$ cat config.mk
export PLATFORM = sky130hd
export DESIGN_NAME = digital_core
export DESIGN_NICKNAME = d
export VERILOG_FILES = /design/src/verilog/bus_pkg.sv /design/src/verilog/soc_map_pkg.sv /design/src/verilog/wb_if.sv /design/src/verilog/byte_master_bridge.sv /design/src/verilog/wb_crossbar.sv /design/src/verilog/buf_queue_regs.sv /design/src/verilog/digital_core.sv
export SDC_FILE = /design/constraint.sdc
export NUM_CORES = 1
export LEC_CHECK = 0
export BUFFER_PORTS_ARGS = -buffer_cell sky130_fd_sc_hd__buf_2
export CAP_MARGIN = 20
export CORE_ASPECT_RATIO = 1.75
export CORE_MARGIN = 2
export CORE_UTILIZATION = 40
export CTS_BUF_LIST = sky130_fd_sc_hd__clkbuf_4 sky130_fd_sc_hd__clkbuf_8
export CTS_CLUSTER_DIAMETER = 30
export DETAILED_ROUTE_END_ITERATION = 7
export PLACE_DENSITY = 0.86
export SYNTH_ARGS = -nofsm -noshare
export SYNTH_HDL_FRONTEND = slang
export SYNTH_SLANG_ARGS = --single-unit
$ cat constraint.sdc
create_clock -name app_clk -period 8.7 [get_ports app_clk]
set_input_delay 0.87 -clock app_clk [delete_from_list [all_inputs] [get_ports app_clk]]
set_output_delay 0.87 -clock app_clk [all_outputs]
set_load 0.005 [all_outputs]
$ cat src/verilog/bus_pkg.sv
package bus_pkg;

    //----------------------------------------------------------------------
    // Word bus widths
    //----------------------------------------------------------------------
    localparam int DATA_W = 32;             // Bus data word
    localparam int ADDR_W = 16;             // Byte address
    localparam int BE_W   = DATA_W / 8;     // One enable per byte lane

    localparam int TID_W   = 4;
    localparam int QCNT_W  = 4;
    localparam int QBASE_W = 10;            // Matches address bits 15:6

    //----------------------------------------------------------------------
    // Bus field types
    //----------------------------------------------------------------------
    typedef logic [DATA_W-1:0] word_t;
    typedef logic [ADDR_W-1:0] addr_t;
    typedef logic [BE_W-1:0]   be_t;
    typedef logic [7:0]        byte_t;

    // Target select carried with each request
    typedef logic [TID_W-1:0]  tid_t;

    // Buffer queue state
    typedef logic [QCNT_W-1:0]  qcnt_t;
    typedef logic [QBASE_W-1:0] qbase_t;

endpackage

$ cat src/verilog/soc_map_pkg.sv
package soc_map_pkg;
    import bus_pkg::*;

    //----------------------------------------------------------------------
    // Target IDs on the word bus
    //----------------------------------------------------------------------
    localparam tid_t TID_XRAM  = 4'd1;      // External data RAM
    localparam tid_t TID_QREGS = 4'd4;      // Buffer queue registers

    // Processor data map, bit 15 clear is data RAM
    localparam int XRAM_LIMIT_BIT = 15;

    //----------------------------------------------------------------------
    // Queue register block
    //----------------------------------------------------------------------
    // Word offsets, taken from address bits 3:2
    localparam logic [1:0] QREG_TX_BASE = 2'd0;
    localparam logic [1:0] QREG_RX_BASE = 2'd1;
    localparam logic [1:0] QREG_TX_CNT  = 2'd2;
    localparam logic [1:0] QREG_RX_CNT  = 2'd3;

    localparam int NUM_Q = 2;
    localparam int TX_Q  = 0;
    localparam int RX_Q  = 1;

    localparam int    QBASE_LSB = 6;        // Base compares against adr[15:6]
    localparam qcnt_t QCNT_MAX  = 4'd15;    // Counters saturate here

endpackage

$ cat src/verilog/wb_if.sv
`timescale 1ns/1ps

// Word bus, level strobe held until a single cycle ack
interface wb_if
    import bus_pkg::*;
();

    logic  stb;         // Request pending
    logic  we;          // 1 = write
    tid_t  tid;
    addr_t adr;         // Word aligned byte address
    be_t   be;
    word_t wdata;
    word_t rdata;       // Valid in the ack cycle
    logic  ack;

    modport master (
        output stb, we, tid, adr, be, wdata,
        input  rdata, ack
    );

    modport slave (
        input  stb, we, tid, adr, be, wdata,
        output rdata, ack
    );

endinterface

$ cat src/verilog/byte_master_bridge.sv
`timescale 1ns/1ps

module byte_master_bridge
    import bus_pkg::*;
    import soc_map_pkg::*;
(
    input  logic  app_clk,
    input  logic  arst_n_i,

    input  logic  risc_stb_i,
    input  logic  risc_we_i,
    input  addr_t risc_adr_i,
    input  byte_t risc_wdata_i,
    output byte_t risc_rdata_o,
    output logic  risc_ack_o,

    wb_if.master  bus
);

    logic [1:0] lane;

    assign lane = risc_adr_i[1:0];

    //----------------------------------------------------------------------
    // Request side, no added cycles
    //----------------------------------------------------------------------
    assign bus.stb   = risc_stb_i;
    assign bus.we    = risc_we_i;
    assign bus.adr   = {risc_adr_i[ADDR_W-1:2], 2'b00};   // Word align
    assign bus.be    = be_t'(1) << lane;                   // One-hot lane
    assign bus.wdata = {BE_W{risc_wdata_i}};               // Byte on every lane

    // Data map, upper half of the space is the queue block
    assign bus.tid = risc_adr_i[XRAM_LIMIT_BIT] ? TID_QREGS : TID_XRAM;

    assign risc_ack_o = bus.ack;

    // Read byte stays put until the next read completes
    always_ff @(posedge app_clk or negedge arst_n_i) begin
        if (!arst_n_i) begin
            risc_rdata_o <= '0;
        end else if (bus.ack && !risc_we_i) begin
            risc_rdata_o <= bus.rdata[{lane, 3'b000} +: 8];
        end
    end

endmodule

$ cat src/verilog/wb_crossbar.sv
`timescale 1ns/1ps

module wb_crossbar
    import bus_pkg::*;
    import soc_map_pkg::*;
(
    input  logic  app_clk,
    input  logic  arst_n_i,

    // External register bus master
    input  logic  ext_reg_cs_i,
    input  logic  ext_reg_wr_i,
    input  tid_t  ext_reg_tid_i,
    input  addr_t ext_reg_addr_i,
    input  word_t ext_reg_wdata_i,
    input  be_t   ext_reg_be_i,
    output word_t ext_reg_rdata_o,
    output logic  ext_reg_ack_o,

    wb_if.slave   bridge,           // Processor data master
    wb_if.master  qreg,             // Queue register target

    // External RAM target
    output logic  wb_xram_stb_o,
    output logic  wb_xram_wr_o,
    output addr_t wb_xram_adr_o,
    output be_t   wb_xram_be_o,
    output word_t wb_xram_wdata_o,
    input  word_t wb_xram_rdata_i,
    input  logic  wb_xram_ack_i
);

    logic  busy_q;                  // One transaction in flight
    logic  gnt_ext_q;               // Current or last grant, 1 = external bus
    logic  dflt_ack_q;
    logic  pick_ext;

    logic  g_we;
    tid_t  g_tid;
    addr_t g_adr;
    be_t   g_be;
    word_t g_wdata;

    logic  sel_xram;
    logic  sel_qreg;
    logic  sel_dflt;
    logic  dflt_stb;
    logic  tgt_ack;
    word_t tgt_rdata;

    //----------------------------------------------------------------------
    // Arbiter, alternates when both masters wait
    //----------------------------------------------------------------------
    assign pick_ext = ext_reg_cs_i & (~bridge.stb | ~gnt_ext_q);

    always_ff @(posedge app_clk or negedge arst_n_i) begin
        if (!arst_n_i) begin
            busy_q    <= 1'b0;
            gnt_ext_q <= 1'b0;
        end else if (!busy_q) begin
            if (ext_reg_cs_i || bridge.stb) begin
                busy_q    <= 1'b1;
                gnt_ext_q <= pick_ext;
            end
        end else if (tgt_ack) begin
            busy_q <= 1'b0;         // Free again at the ack edge
        end
    end

    // Granted request
    assign g_we    = gnt_ext_q ? ext_reg_wr_i    : bridge.we;
    assign g_tid   = gnt_ext_q ? ext_reg_tid_i   : bridge.tid;
    assign g_be    = gnt_ext_q ? ext_reg_be_i    : bridge.be;
    assign g_wdata = gnt_ext_q ? ext_reg_wdata_i : bridge.wdata;
    assign g_adr   = gnt_ext_q ? {ext_reg_addr_i[ADDR_W-1:2], 2'b00} : bridge.adr;

    //----------------------------------------------------------------------
    // Target decode
    //----------------------------------------------------------------------
    assign sel_xram = (g_tid == TID_XRAM);
    assign sel_qreg = (g_tid == TID_QREGS);
    assign sel_dflt = ~sel_xram & ~sel_qreg;   // Unmapped ID

    assign wb_xram_stb_o   = busy_q & sel_xram;
    assign wb_xram_wr_o    = g_we;
    assign wb_xram_adr_o   = g_adr;
    assign wb_xram_be_o    = g_be;
    assign wb_xram_wdata_o = g_wdata;

    assign qreg.stb   = busy_q & sel_qreg;
    assign qreg.we    = g_we;
    assign qreg.tid   = g_tid;
    assign qreg.adr   = g_adr;
    assign qreg.be    = g_be;
    assign qreg.wdata = g_wdata;

    // Unmapped targets answer after one cycle with zero data
    assign dflt_stb = busy_q & sel_dflt;

    always_ff @(posedge app_clk or negedge arst_n_i) begin
        if (!arst_n_i) begin
            dflt_ack_q <= 1'b0;
        end else begin
            dflt_ack_q <= dflt_stb & ~dflt_ack_q;
        end
    end

    // Response back to the granted master only
    assign tgt_ack = busy_q & ((sel_xram & wb_xram_ack_i) |
                               (sel_qreg & qreg.ack) |
                               (sel_dflt & dflt_ack_q));

    assign tgt_rdata = sel_xram ? wb_xram_rdata_i :
                       sel_qreg ? qreg.rdata      : '0;

    assign ext_reg_ack_o   = tgt_ack & gnt_ext_q;
    assign ext_reg_rdata_o = gnt_ext_q ? tgt_rdata : '0;
    assign bridge.ack      = tgt_ack & ~gnt_ext_q;
    assign bridge.rdata    = gnt_ext_q ? '0 : tgt_rdata;

    //----------------------------------------------------------------------
    // Checks
    //----------------------------------------------------------------------
    // Only one target is strobed or answering at a time
    a_one_target: assert property (@(posedge app_clk) disable iff (!arst_n_i)
        $onehot0({wb_xram_stb_o | wb_xram_ack_i, qreg.stb | qreg.ack, dflt_stb | dflt_ack_q}));

    a_ext_hold: assert property (@(posedge app_clk) disable iff (!arst_n_i)
        ext_reg_cs_i && !ext_reg_ack_o |=> ext_reg_cs_i);

endmodule

$ cat src/verilog/buf_queue_regs.sv
`timescale 1ns/1ps

module buf_queue_regs
    import bus_pkg::*;
    import soc_map_pkg::*;
(
    input  logic  app_clk,
    input  logic  arst_n_i,

    wb_if.slave   bus,

    // RAM port snoop
    input  logic  xram_stb_i,
    input  logic  xram_wr_i,
    input  addr_t xram_adr_i,
    input  be_t   xram_be_i,
    input  logic  xram_ack_i,

    output logic  tx_q_empty_o,
    output logic  rx_q_empty_o
);

    qbase_t     base_q [NUM_Q];
    qcnt_t      cnt_q  [NUM_Q];
    logic       ack_q;
    logic       wr_en;
    logic [1:0] qofs;
    logic       ram_done;
    logic [NUM_Q-1:0] inc;
    logic [NUM_Q-1:0] dec;

    assign qofs  = bus.adr[3:2];
    assign wr_en = bus.stb & ~ack_q & bus.we;   // Write once, at the first edge

    //----------------------------------------------------------------------
    // Register access
    //----------------------------------------------------------------------
    always_ff @(posedge app_clk or negedge arst_n_i) begin
        if (!arst_n_i) begin
            ack_q        <= 1'b0;
            base_q[TX_Q] <= '0;
            base_q[RX_Q] <= '0;
        end else begin
            ack_q <= bus.stb & ~ack_q;
            if (wr_en && (qofs == QREG_TX_BASE || qofs == QREG_RX_BASE)) begin
                if (bus.be[0]) base_q[qofs == QREG_RX_BASE][7:0] <= bus.wdata[7:0];
                if (bus.be[1]) base_q[qofs == QREG_RX_BASE][9:8] <= bus.wdata[9:8];
            end
        end
    end

    assign bus.ack = ack_q;

    always_comb begin
        case (qofs)
            QREG_TX_BASE: bus.rdata = word_t'(base_q[TX_Q]);
            QREG_RX_BASE: bus.rdata = word_t'(base_q[RX_Q]);
            QREG_TX_CNT:  bus.rdata = word_t'(cnt_q[TX_Q]);
            default:      bus.rdata = word_t'(cnt_q[RX_Q]);   // RX count
        endcase
    end

    //----------------------------------------------------------------------
    // Queue counters, fed by completed RAM accesses on lane 3
    //----------------------------------------------------------------------
    assign ram_done = xram_stb_i & xram_ack_i & xram_be_i[3];

    always_comb begin
        for (int q = 0; q < NUM_Q; q++) begin
            inc[q] = ram_done & xram_wr_i &
                     (xram_adr_i[ADDR_W-1:QBASE_LSB] == base_q[q]);
            dec[q] = ram_done & ~xram_wr_i &
                     (xram_adr_i[ADDR_W-1:QBASE_LSB] == base_q[q]);
        end
    end

    always_ff @(posedge app_clk or negedge arst_n_i) begin
        if (!arst_n_i) begin
            cnt_q[TX_Q] <= '0;
            cnt_q[RX_Q] <= '0;
        end else begin
            for (int q = 0; q < NUM_Q; q++) begin
                if (inc[q] && cnt_q[q] != QCNT_MAX) begin
                    cnt_q[q] <= cnt_q[q] + 1'b1;
                end else if (dec[q] && cnt_q[q] != '0) begin
                    cnt_q[q] <= cnt_q[q] - 1'b1;
                end
            end
        end
    end

    assign tx_q_empty_o = (cnt_q[TX_Q] == '0);
    assign rx_q_empty_o = (cnt_q[RX_Q] == '0);

    // Snooped request stays put until the RAM answers
    a_snoop_stable: assert property (@(posedge app_clk) disable iff (!arst_n_i)
        xram_stb_i && !xram_ack_i |=>
            xram_stb_i && $stable({xram_wr_i, xram_adr_i, xram_be_i}));

endmodule

$ cat src/verilog/digital_core.sv
`timescale 1ns/1ps

module digital_core
    import bus_pkg::*;
(
    input  logic  app_clk,
    input  logic  arst_n_i,

    // External register bus
    input  logic  ext_reg_cs_i,
    input  logic  ext_reg_wr_i,
    input  tid_t  ext_reg_tid_i,
    input  addr_t ext_reg_addr_i,
    input  word_t ext_reg_wdata_i,
    input  be_t   ext_reg_be_i,
    output word_t ext_reg_rdata_o,
    output logic  ext_reg_ack_o,

    // Processor data port, byte wide
    input  logic  risc_stb_i,
    input  logic  risc_we_i,
    input  addr_t risc_adr_i,
    input  byte_t risc_wdata_i,
    output byte_t risc_rdata_o,
    output logic  risc_ack_o,

    // External data RAM
    input  word_t wb_xram_rdata_i,
    input  logic  wb_xram_ack_i,
    output logic  wb_xram_stb_o,
    output logic  wb_xram_wr_o,
    output addr_t wb_xram_adr_o,
    output be_t   wb_xram_be_o,
    output word_t wb_xram_wdata_o,

    output logic  tx_q_empty_o,
    output logic  rx_q_empty_o
);

    wb_if bridge_bus ();
    wb_if qreg_bus ();

    byte_master_bridge u_bridge (
        .app_clk         (app_clk),
        .arst_n_i        (arst_n_i),
        .risc_stb_i      (risc_stb_i),
        .risc_we_i       (risc_we_i),
        .risc_adr_i      (risc_adr_i),
        .risc_wdata_i    (risc_wdata_i),
        .risc_rdata_o    (risc_rdata_o),
        .risc_ack_o      (risc_ack_o),
        .bus             (bridge_bus.master)
    );

    wb_crossbar u_crossbar (
        .app_clk         (app_clk),
        .arst_n_i        (arst_n_i),
        .ext_reg_cs_i    (ext_reg_cs_i),
        .ext_reg_wr_i    (ext_reg_wr_i),
        .ext_reg_tid_i   (ext_reg_tid_i),
        .ext_reg_addr_i  (ext_reg_addr_i),
        .ext_reg_wdata_i (ext_reg_wdata_i),
        .ext_reg_be_i    (ext_reg_be_i),
        .ext_reg_rdata_o (ext_reg_rdata_o),
        .ext_reg_ack_o   (ext_reg_ack_o),
        .bridge          (bridge_bus.slave),
        .qreg            (qreg_bus.master),
        .wb_xram_stb_o   (wb_xram_stb_o),
        .wb_xram_wr_o    (wb_xram_wr_o),
        .wb_xram_adr_o   (wb_xram_adr_o),
        .wb_xram_be_o    (wb_xram_be_o),
        .wb_xram_wdata_o (wb_xram_wdata_o),
        .wb_xram_rdata_i (wb_xram_rdata_i),
        .wb_xram_ack_i   (wb_xram_ack_i)
    );

    // Counters watch the RAM port as driven by the crossbar
    buf_queue_regs u_qregs (
        .app_clk         (app_clk),
        .arst_n_i        (arst_n_i),
        .bus             (qreg_bus.slave),
        .xram_stb_i      (wb_xram_stb_o),
        .xram_wr_i       (wb_xram_wr_o),
        .xram_adr_i      (wb_xram_adr_o),
        .xram_be_i       (wb_xram_be_o),
        .xram_ack_i      (wb_xram_ack_i),
        .tx_q_empty_o    (tx_q_empty_o),
        .rx_q_empty_o    (rx_q_empty_o)
    );

endmodule

==> results of run 1 <==
-- power by group --
group / total, mW / internal [mW] / switching, mW
registers: 0.292 / 0.244 / 0.0478
logic: 0.663 / 0.287 / 0.376
clock network: 0.132 / 0.0675 / 0.0646
total: 1.09 / 0.598 / 0.488
-- metrics by stage --
stage	instance area, um^2	total power [mW]
3_3_place_gp	4560	0.942
2_1_floorplan	3450	0.707
4_1_cts	4660	1.09
5_1_grt	4660	1.17
3_5_place_dp	4560	0.956
6_report	4660	1.09
-- registers in the layout, summed over array words and instances (netlist names) --
| signal | flops |
|---|---|
| u_qregs.bus.ack | 1 |
| u_qregs.base_q | 20 |
| u_crossbar.gnt_ext_q | 1 |
| u_qregs.cnt_q | 8 |
| u_crossbar.dflt_ack_q | 1 |
| u_crossbar.busy_q | 1 |
| u_bridge.risc_rdata_o | 8 |
-- worst max-delay path, stage by stage, from the launching register on --
cell      delay (ns)
dfrtp_2         0.34
buf_4           0.63
clkinv_1        0.79
o21a_1          0.61
a22oi_2         0.28
a21oi_1         0.12
and2_1          0.16
buf_2           0.12
-- logic make-up (layout without fill, tap and decap cells) --
| group | after synthesis | after routing | share of synthesized area (%) |
|---|---|---|---|
| and+or+nand+nor | 181 | 181 | 26.0 |
| xor gates and xnor gates | 29 | 29 | 7.38 |
| buffers and inverters | 40 | 239 | 5.23 |
| other | 1 | 2 | 0.109 |
| muxes | 56 | 56 | 19.1 |
| AOI/OAI and AO/OA | 53 | 53 | 10.5 |
| DFF | 40 | 40 | 29.1 |
| adders and majority gates | 6 | 6 | 2.62 |
-- Yosys cell counts (all sizes together) (4+ instances only) --
cell	n	area [um^2]
xnor2	19	166
clkbuf	14	52.6
nand2	94	353
mux2i	20	208
a22oi	5	42.5
ha	4	50.1
buf	9	63.8
xor2	10	87.6
nor4	10	75.1
and3	22	138
a21oi	10	50.1
mux4	4	90.1
o21ai	14	81.3
and2	6	37.5
a221oi	4	35.0
inv	16	60.1
nor3	7	45.0
a31oi	5	31.3
nor2	19	86.3
a22o	4	35.0
nand4	4	25.0
mux2	32	360
dfrtp	40	1000
-- area by class of cell --
| cell class | count | area share, % |
|---|---|---|
| multi-input combinational | 327 | 48.8 |
| clock inverter | 1 | 0.161 |
| tap | 115 | 3.09 |
| sequential | 40 | 21.5 |
| clock buffer | 7 | 1.93 |
| timing repair buffer | 214 | 23.1 |
| inverter | 17 | 1.37 |
-- per-layer routing --
layer  up-vias  wire length (um)  GRT usage [%]
li1       1809                 -              -
met1      1746              4420           27.1
met2       183              6160           43.8
met3        26               772           3.57
met4         0               454           12.0
met5         -                 0              0
-- worst max path at each step --
stage / start / end / depth (start not counted) / slack (ns)
floorplan: ext_reg_tid_i[1] / u_qregs.cnt_q[7] / 11 / 5.32
global placement: ext_reg_tid_i[1] / u_qregs.cnt_q[7] / 12 / 4.52
detailed placement: ext_reg_tid_i[1] / u_qregs.cnt_q[7] / 12 / 4.44
CTS: u_crossbar.gnt_ext_q / ext_reg_ack_o / 7 / 4.45
global route: u_crossbar.gnt_ext_q / ext_reg_ack_o / 7 / 4.13
finish: u_crossbar.gnt_ext_q / ext_reg_ack_o / 7 / 4.41
==> qor.csv, run 1 <==
metric;value;unit
# diodes;0;
Hold Crit Depth;1;
Layout Utilization;56.0;%
Reg area;1000;um^2
H-tree depth;2;
Vias/cell;5.22;
vias in the first global route;3607;
final cell count without fillers;721;
worst ir drop on vdd;0.000183;V
layout cells sized above 1;44.9;%
Synth Cell Area;3440;um^2
initial antenna violation count;0;
worst hold path startpoint;u_crossbar.dflt_ack_q;
worst hold slack;0.454;ns
gpl congestion;0.903;
HP Class;flop to flop;
post-synth cell types;53;
global route total overflow;0;
Root Driver;clkbuf_8;
drt first-iter violations;190;
post-CTS sizing;0;
worst-skew pair later-pin latency;0.30;ns
iteration count of the initial detailed-routing pass;5;
Slew HR;29.6;%
Area Growth Syn to Fin;35.3;%
Post-Synthesis Cells;406;
# port buffers;212;
Longest Clk Path Bufs;2;
Worst Reg2Reg Path Length in Cells;12;
Main synth FF type;dfrtp_1;
Worst-Margin Slew;1.05;ns
Max Clock Freq;233;MHz
most frequent cells in the layout;buf_2 (212), nand2_1 (94), dfrtp_1 (39), mux2_2 (30), and3_1 (22);
DRC;0;
multi-input logic area;2270;um^2
final hold vios;0;
largest net degree at the start of global routing;91;
CP Max Fanout;90;
Power Density;233;nW/um^2
# rows;44;
DR WL/cell;16.4;um
R2R Path Start;u_crossbar.gnt_ext_q;
Worst-path clk slew;0.07;ns
total track usage;24.4;%
TritonCTS clock tree;yes;
Post-CTS Hold Buffers;0;
Num CTS Buffers;5;
Detailed Route WL;11800;um
Arr. time, crit path;3.42;ns
Max Cap Violations;0;
setup bufs post-CTS;0;
Die Span Y;127;um
Final nets;730;
post-route setup TNS;0;ns
CP Class;flop to output pin;
core area;8310;um^2
Critical Path RT;7.83;ns
worst reg2reg endpoint;u_qregs.cnt_q[3];
Post-Place Cells;713;
Worst Skew;0.00678;ns
Worst R2R Setup Slack;4.57;ns
global-route wire length before repair;17600;um
asr flop ratio synth;100;%
Place WS;4.44;ns
most common cell after layout, fill and taps aside;buf_2;
Initial Utilization;41.4;%
Critical Path End Type;output pin;
die area;9400;um^2
fin crit share;49.3;%
Synth Register Bits;40;
Synth Warn #;0;
setup ws final;4.41;ns
total number of vias;3764;
antenna-violating nets left;0;
WHS Endpoint;u_crossbar.dflt_ack_q;
Die Wd;74.1;um
Post-Syn Area per Cell;8.48;um^2
unrepaired setup endpoints after global routing;false;
leak pwr;2.65;nW
EDFF count, synth;0;
minimum clock period;4.29;ns
Slew Limit Fails;0;
IO Pins;217;
Final setup viols;0;
sequential area share after synthesis;29.1;%
fillers;772;
CP Launch Type;flop;
HPWL Detailed;9560;um
outcome;finished clean;
CTS Sinks;40;
Note: power is estimated with default switching activity, not from simulation.
==> inputs of run 2 (changes only) <==
Clock period 8.7 ns to 4.26 ns, I/O delays scaled along.
==> qor.csv, run 2 (synthesis gave the netlist of run 1 again) <==
metric;value;unit;change
Arr. time, crit path;4.00;ns;+0.58 ns
Worst R2R Setup Slack;0.48;ns;-4.09 ns
outcome;finished clean;;
TritonCTS clock tree;yes;;
Critical Path RT;4.48;ns;-3.35 ns
max reg flops;20;;unchanged
drt first-iter violations;244;;+28%
core area;8310;um^2;unchanged
IO Pins;217;;unchanged
Post-CTS Hold Buffers;0;;unchanged
final cell count without fillers;725;;+0.55%
largest net degree at the start of global routing;43;;-53%
global route total overflow;0;;unchanged
Max Cap Violations;0;;unchanged
Regs by FF count;u_qregs.base_q: 20 flops, u_bridge.risc_rdata_o: 8 flops, u_qregs.cnt_q: 8 flops;;
worst ir drop on vdd;0.000401;V;+120%
# port buffers;212;;unchanged
antenna-violating nets left;0;;unchanged
Detailed Route WL;12100;um;+2.1%
Slew Limit Fails;0;;unchanged
Vias/cell;5.29;;+1.2%
initial antenna violation count;0;;unchanged
Finished Cell Area;4710;um^2;+1.0%
die area;9400;um^2;unchanged
Worst-Margin Slew;0.939;ns;-0.107 ns
Worst Skew;0.0125;ns;+0.00568 ns
Worst-path clk slew;0.08;ns;about the same
Power Density;487;nW/um^2;+110%
Most flops, register;u_qregs.base_q;;
total number of vias;3832;;+1.8%
unrepaired setup endpoints after global routing;false;;
# rows;44;;unchanged
Num CTS Buffers;5;;unchanged
Longest Clk Path Bufs;2;;unchanged
worst reg2reg endpoint;u_qregs.cnt_q[7];;
DR WL/cell;16.6;um;+1.5%
CP Class;flop to flop;;
post-CTS sizing;0;;unchanged
gpl congestion;0.923;;+2.2%
HPWL Detailed;9780;um;+2.2%
Max Clock Freq;265;MHz;
CP Launch Type;flop;;
total track usage;25.5;%;+1.1 points
H-tree depth;2;;unchanged
post-route setup TNS;0;ns;unchanged
minimum clock period;3.78;ns;
DRC;0;;unchanged
Die Wd;74.1;um;unchanged
Pwr Total;2.29;mW;+110%
CP Max Fanout;24;;-73%
Die Span Y;127;um;unchanged
most common cell after layout, fill and taps aside;buf_2;;
global-route wire length before repair;18600;um;+5.8%
worst hold slack;0.259;ns;-0.195 ns
setup bufs post-CTS;0;;unchanged
leak pwr;2.68;nW;+1.0%
setup ws final;0.484;ns;-3.93 ns
# diodes;0;;unchanged
Area Growth Syn to Fin;36.7;%;
fillers;741;;-4.0%
HP Class;primary input to async pin;;
most frequent cells in the layout;buf_2 (212), nand2_1 (94), dfrtp_1 (39), mux2_2 (30), and3_1 (22);;
Layout Utilization;56.6;%;+0.57 points
Slew HR;37.4;%;+7.8 points
Initial Utilization;41.4;%;unchanged
vias in the first global route;3728;;+3.4%
Place WS;0.655;ns;-3.78 ns
Area after DPL;4590;um^2;+0.66%
layout cells sized above 1;45.2;%;+0.36 points
Final setup viols;0;;unchanged
Critical Path End Type;flop;;
Final nets;734;;+0.55%
Root Driver;clkbuf_8;;
final hold vios;0;;unchanged
worst-skew pair later-pin latency;0.30;ns;about the same
fin crit share;88.6;%;
R2R Path Start;u_crossbar.gnt_ext_q;;
iteration count of the initial detailed-routing pass;4;;-1
Worst Reg2Reg Path Length in Cells;11;;-1
Post-Place Cells;717;;+0.56%
CTS Sinks;40;;unchanged
run 2: routing by layer:
layer,routed length (um),global-route usage (%),share of wire [%]
met1,4450,30.5,37
met2,6270,44.9,52
met3,928,3.18,7.7
met4,399,10.3,3.3
met5,0,0,0
run 2: where the power goes:
part,switching (mW),internal [mW]
Clock,0.148,0.177
Sequential,0.139,0.497
Combinational,0.737,0.597
run 2: layout make-up:
| class | instances | area (um^2) | share of cell area [%] |
|---|---|---|---|
| Timing Repair Buffer | 218 | 1110 | 23.5 |
| Clock buffer | 5 | 68.8 | 1.46 |
| Tap cell | 115 | 144 | 3.06 |
| Sequential cell | 40 | 1000 | 21.3 |
| Inverter | 17 | 63.8 | 1.36 |
| Multi-Input combinational cell | 327 | 2270 | 48.3 |
| Clock inverter | 3 | 46.3 | 0.984 |
run 2: how the worst max path moves through the flow:
stage / endpoint / slack, ns / start / depth (start not counted)
CTS: u_qregs.cnt_q[7] / 0.56 / u_crossbar.gnt_ext_q / 11
finish: u_qregs.cnt_q[7] / 0.48 / u_crossbar.gnt_ext_q / 11
floorplan: u_qregs.cnt_q[7] / 1.32 / ext_reg_tid_i[1] / 11
global route: u_qregs.cnt_q[3] / 0.35 / u_crossbar.gnt_ext_q / 11
detailed placement: u_qregs.cnt_q[7] / 0.66 / u_crossbar.gnt_ext_q / 11
global placement: u_qregs.cnt_q[7] / 0.80 / u_crossbar.gnt_ext_q / 11
run 2: worst max-delay path: stages, from the launching register on:
cell,delay (ns)
dfrtp_2,0.74
mux2i_1,0.50
xnor2_1,0.11
nor4_1,0.37
nand4_1,0.30
or3_1,0.46
ha_1,0.30
a21o_1,0.18
a21oi_1,0.17
xnor2_1,0.09
nor4_1,0.27
xor2_1,0.18
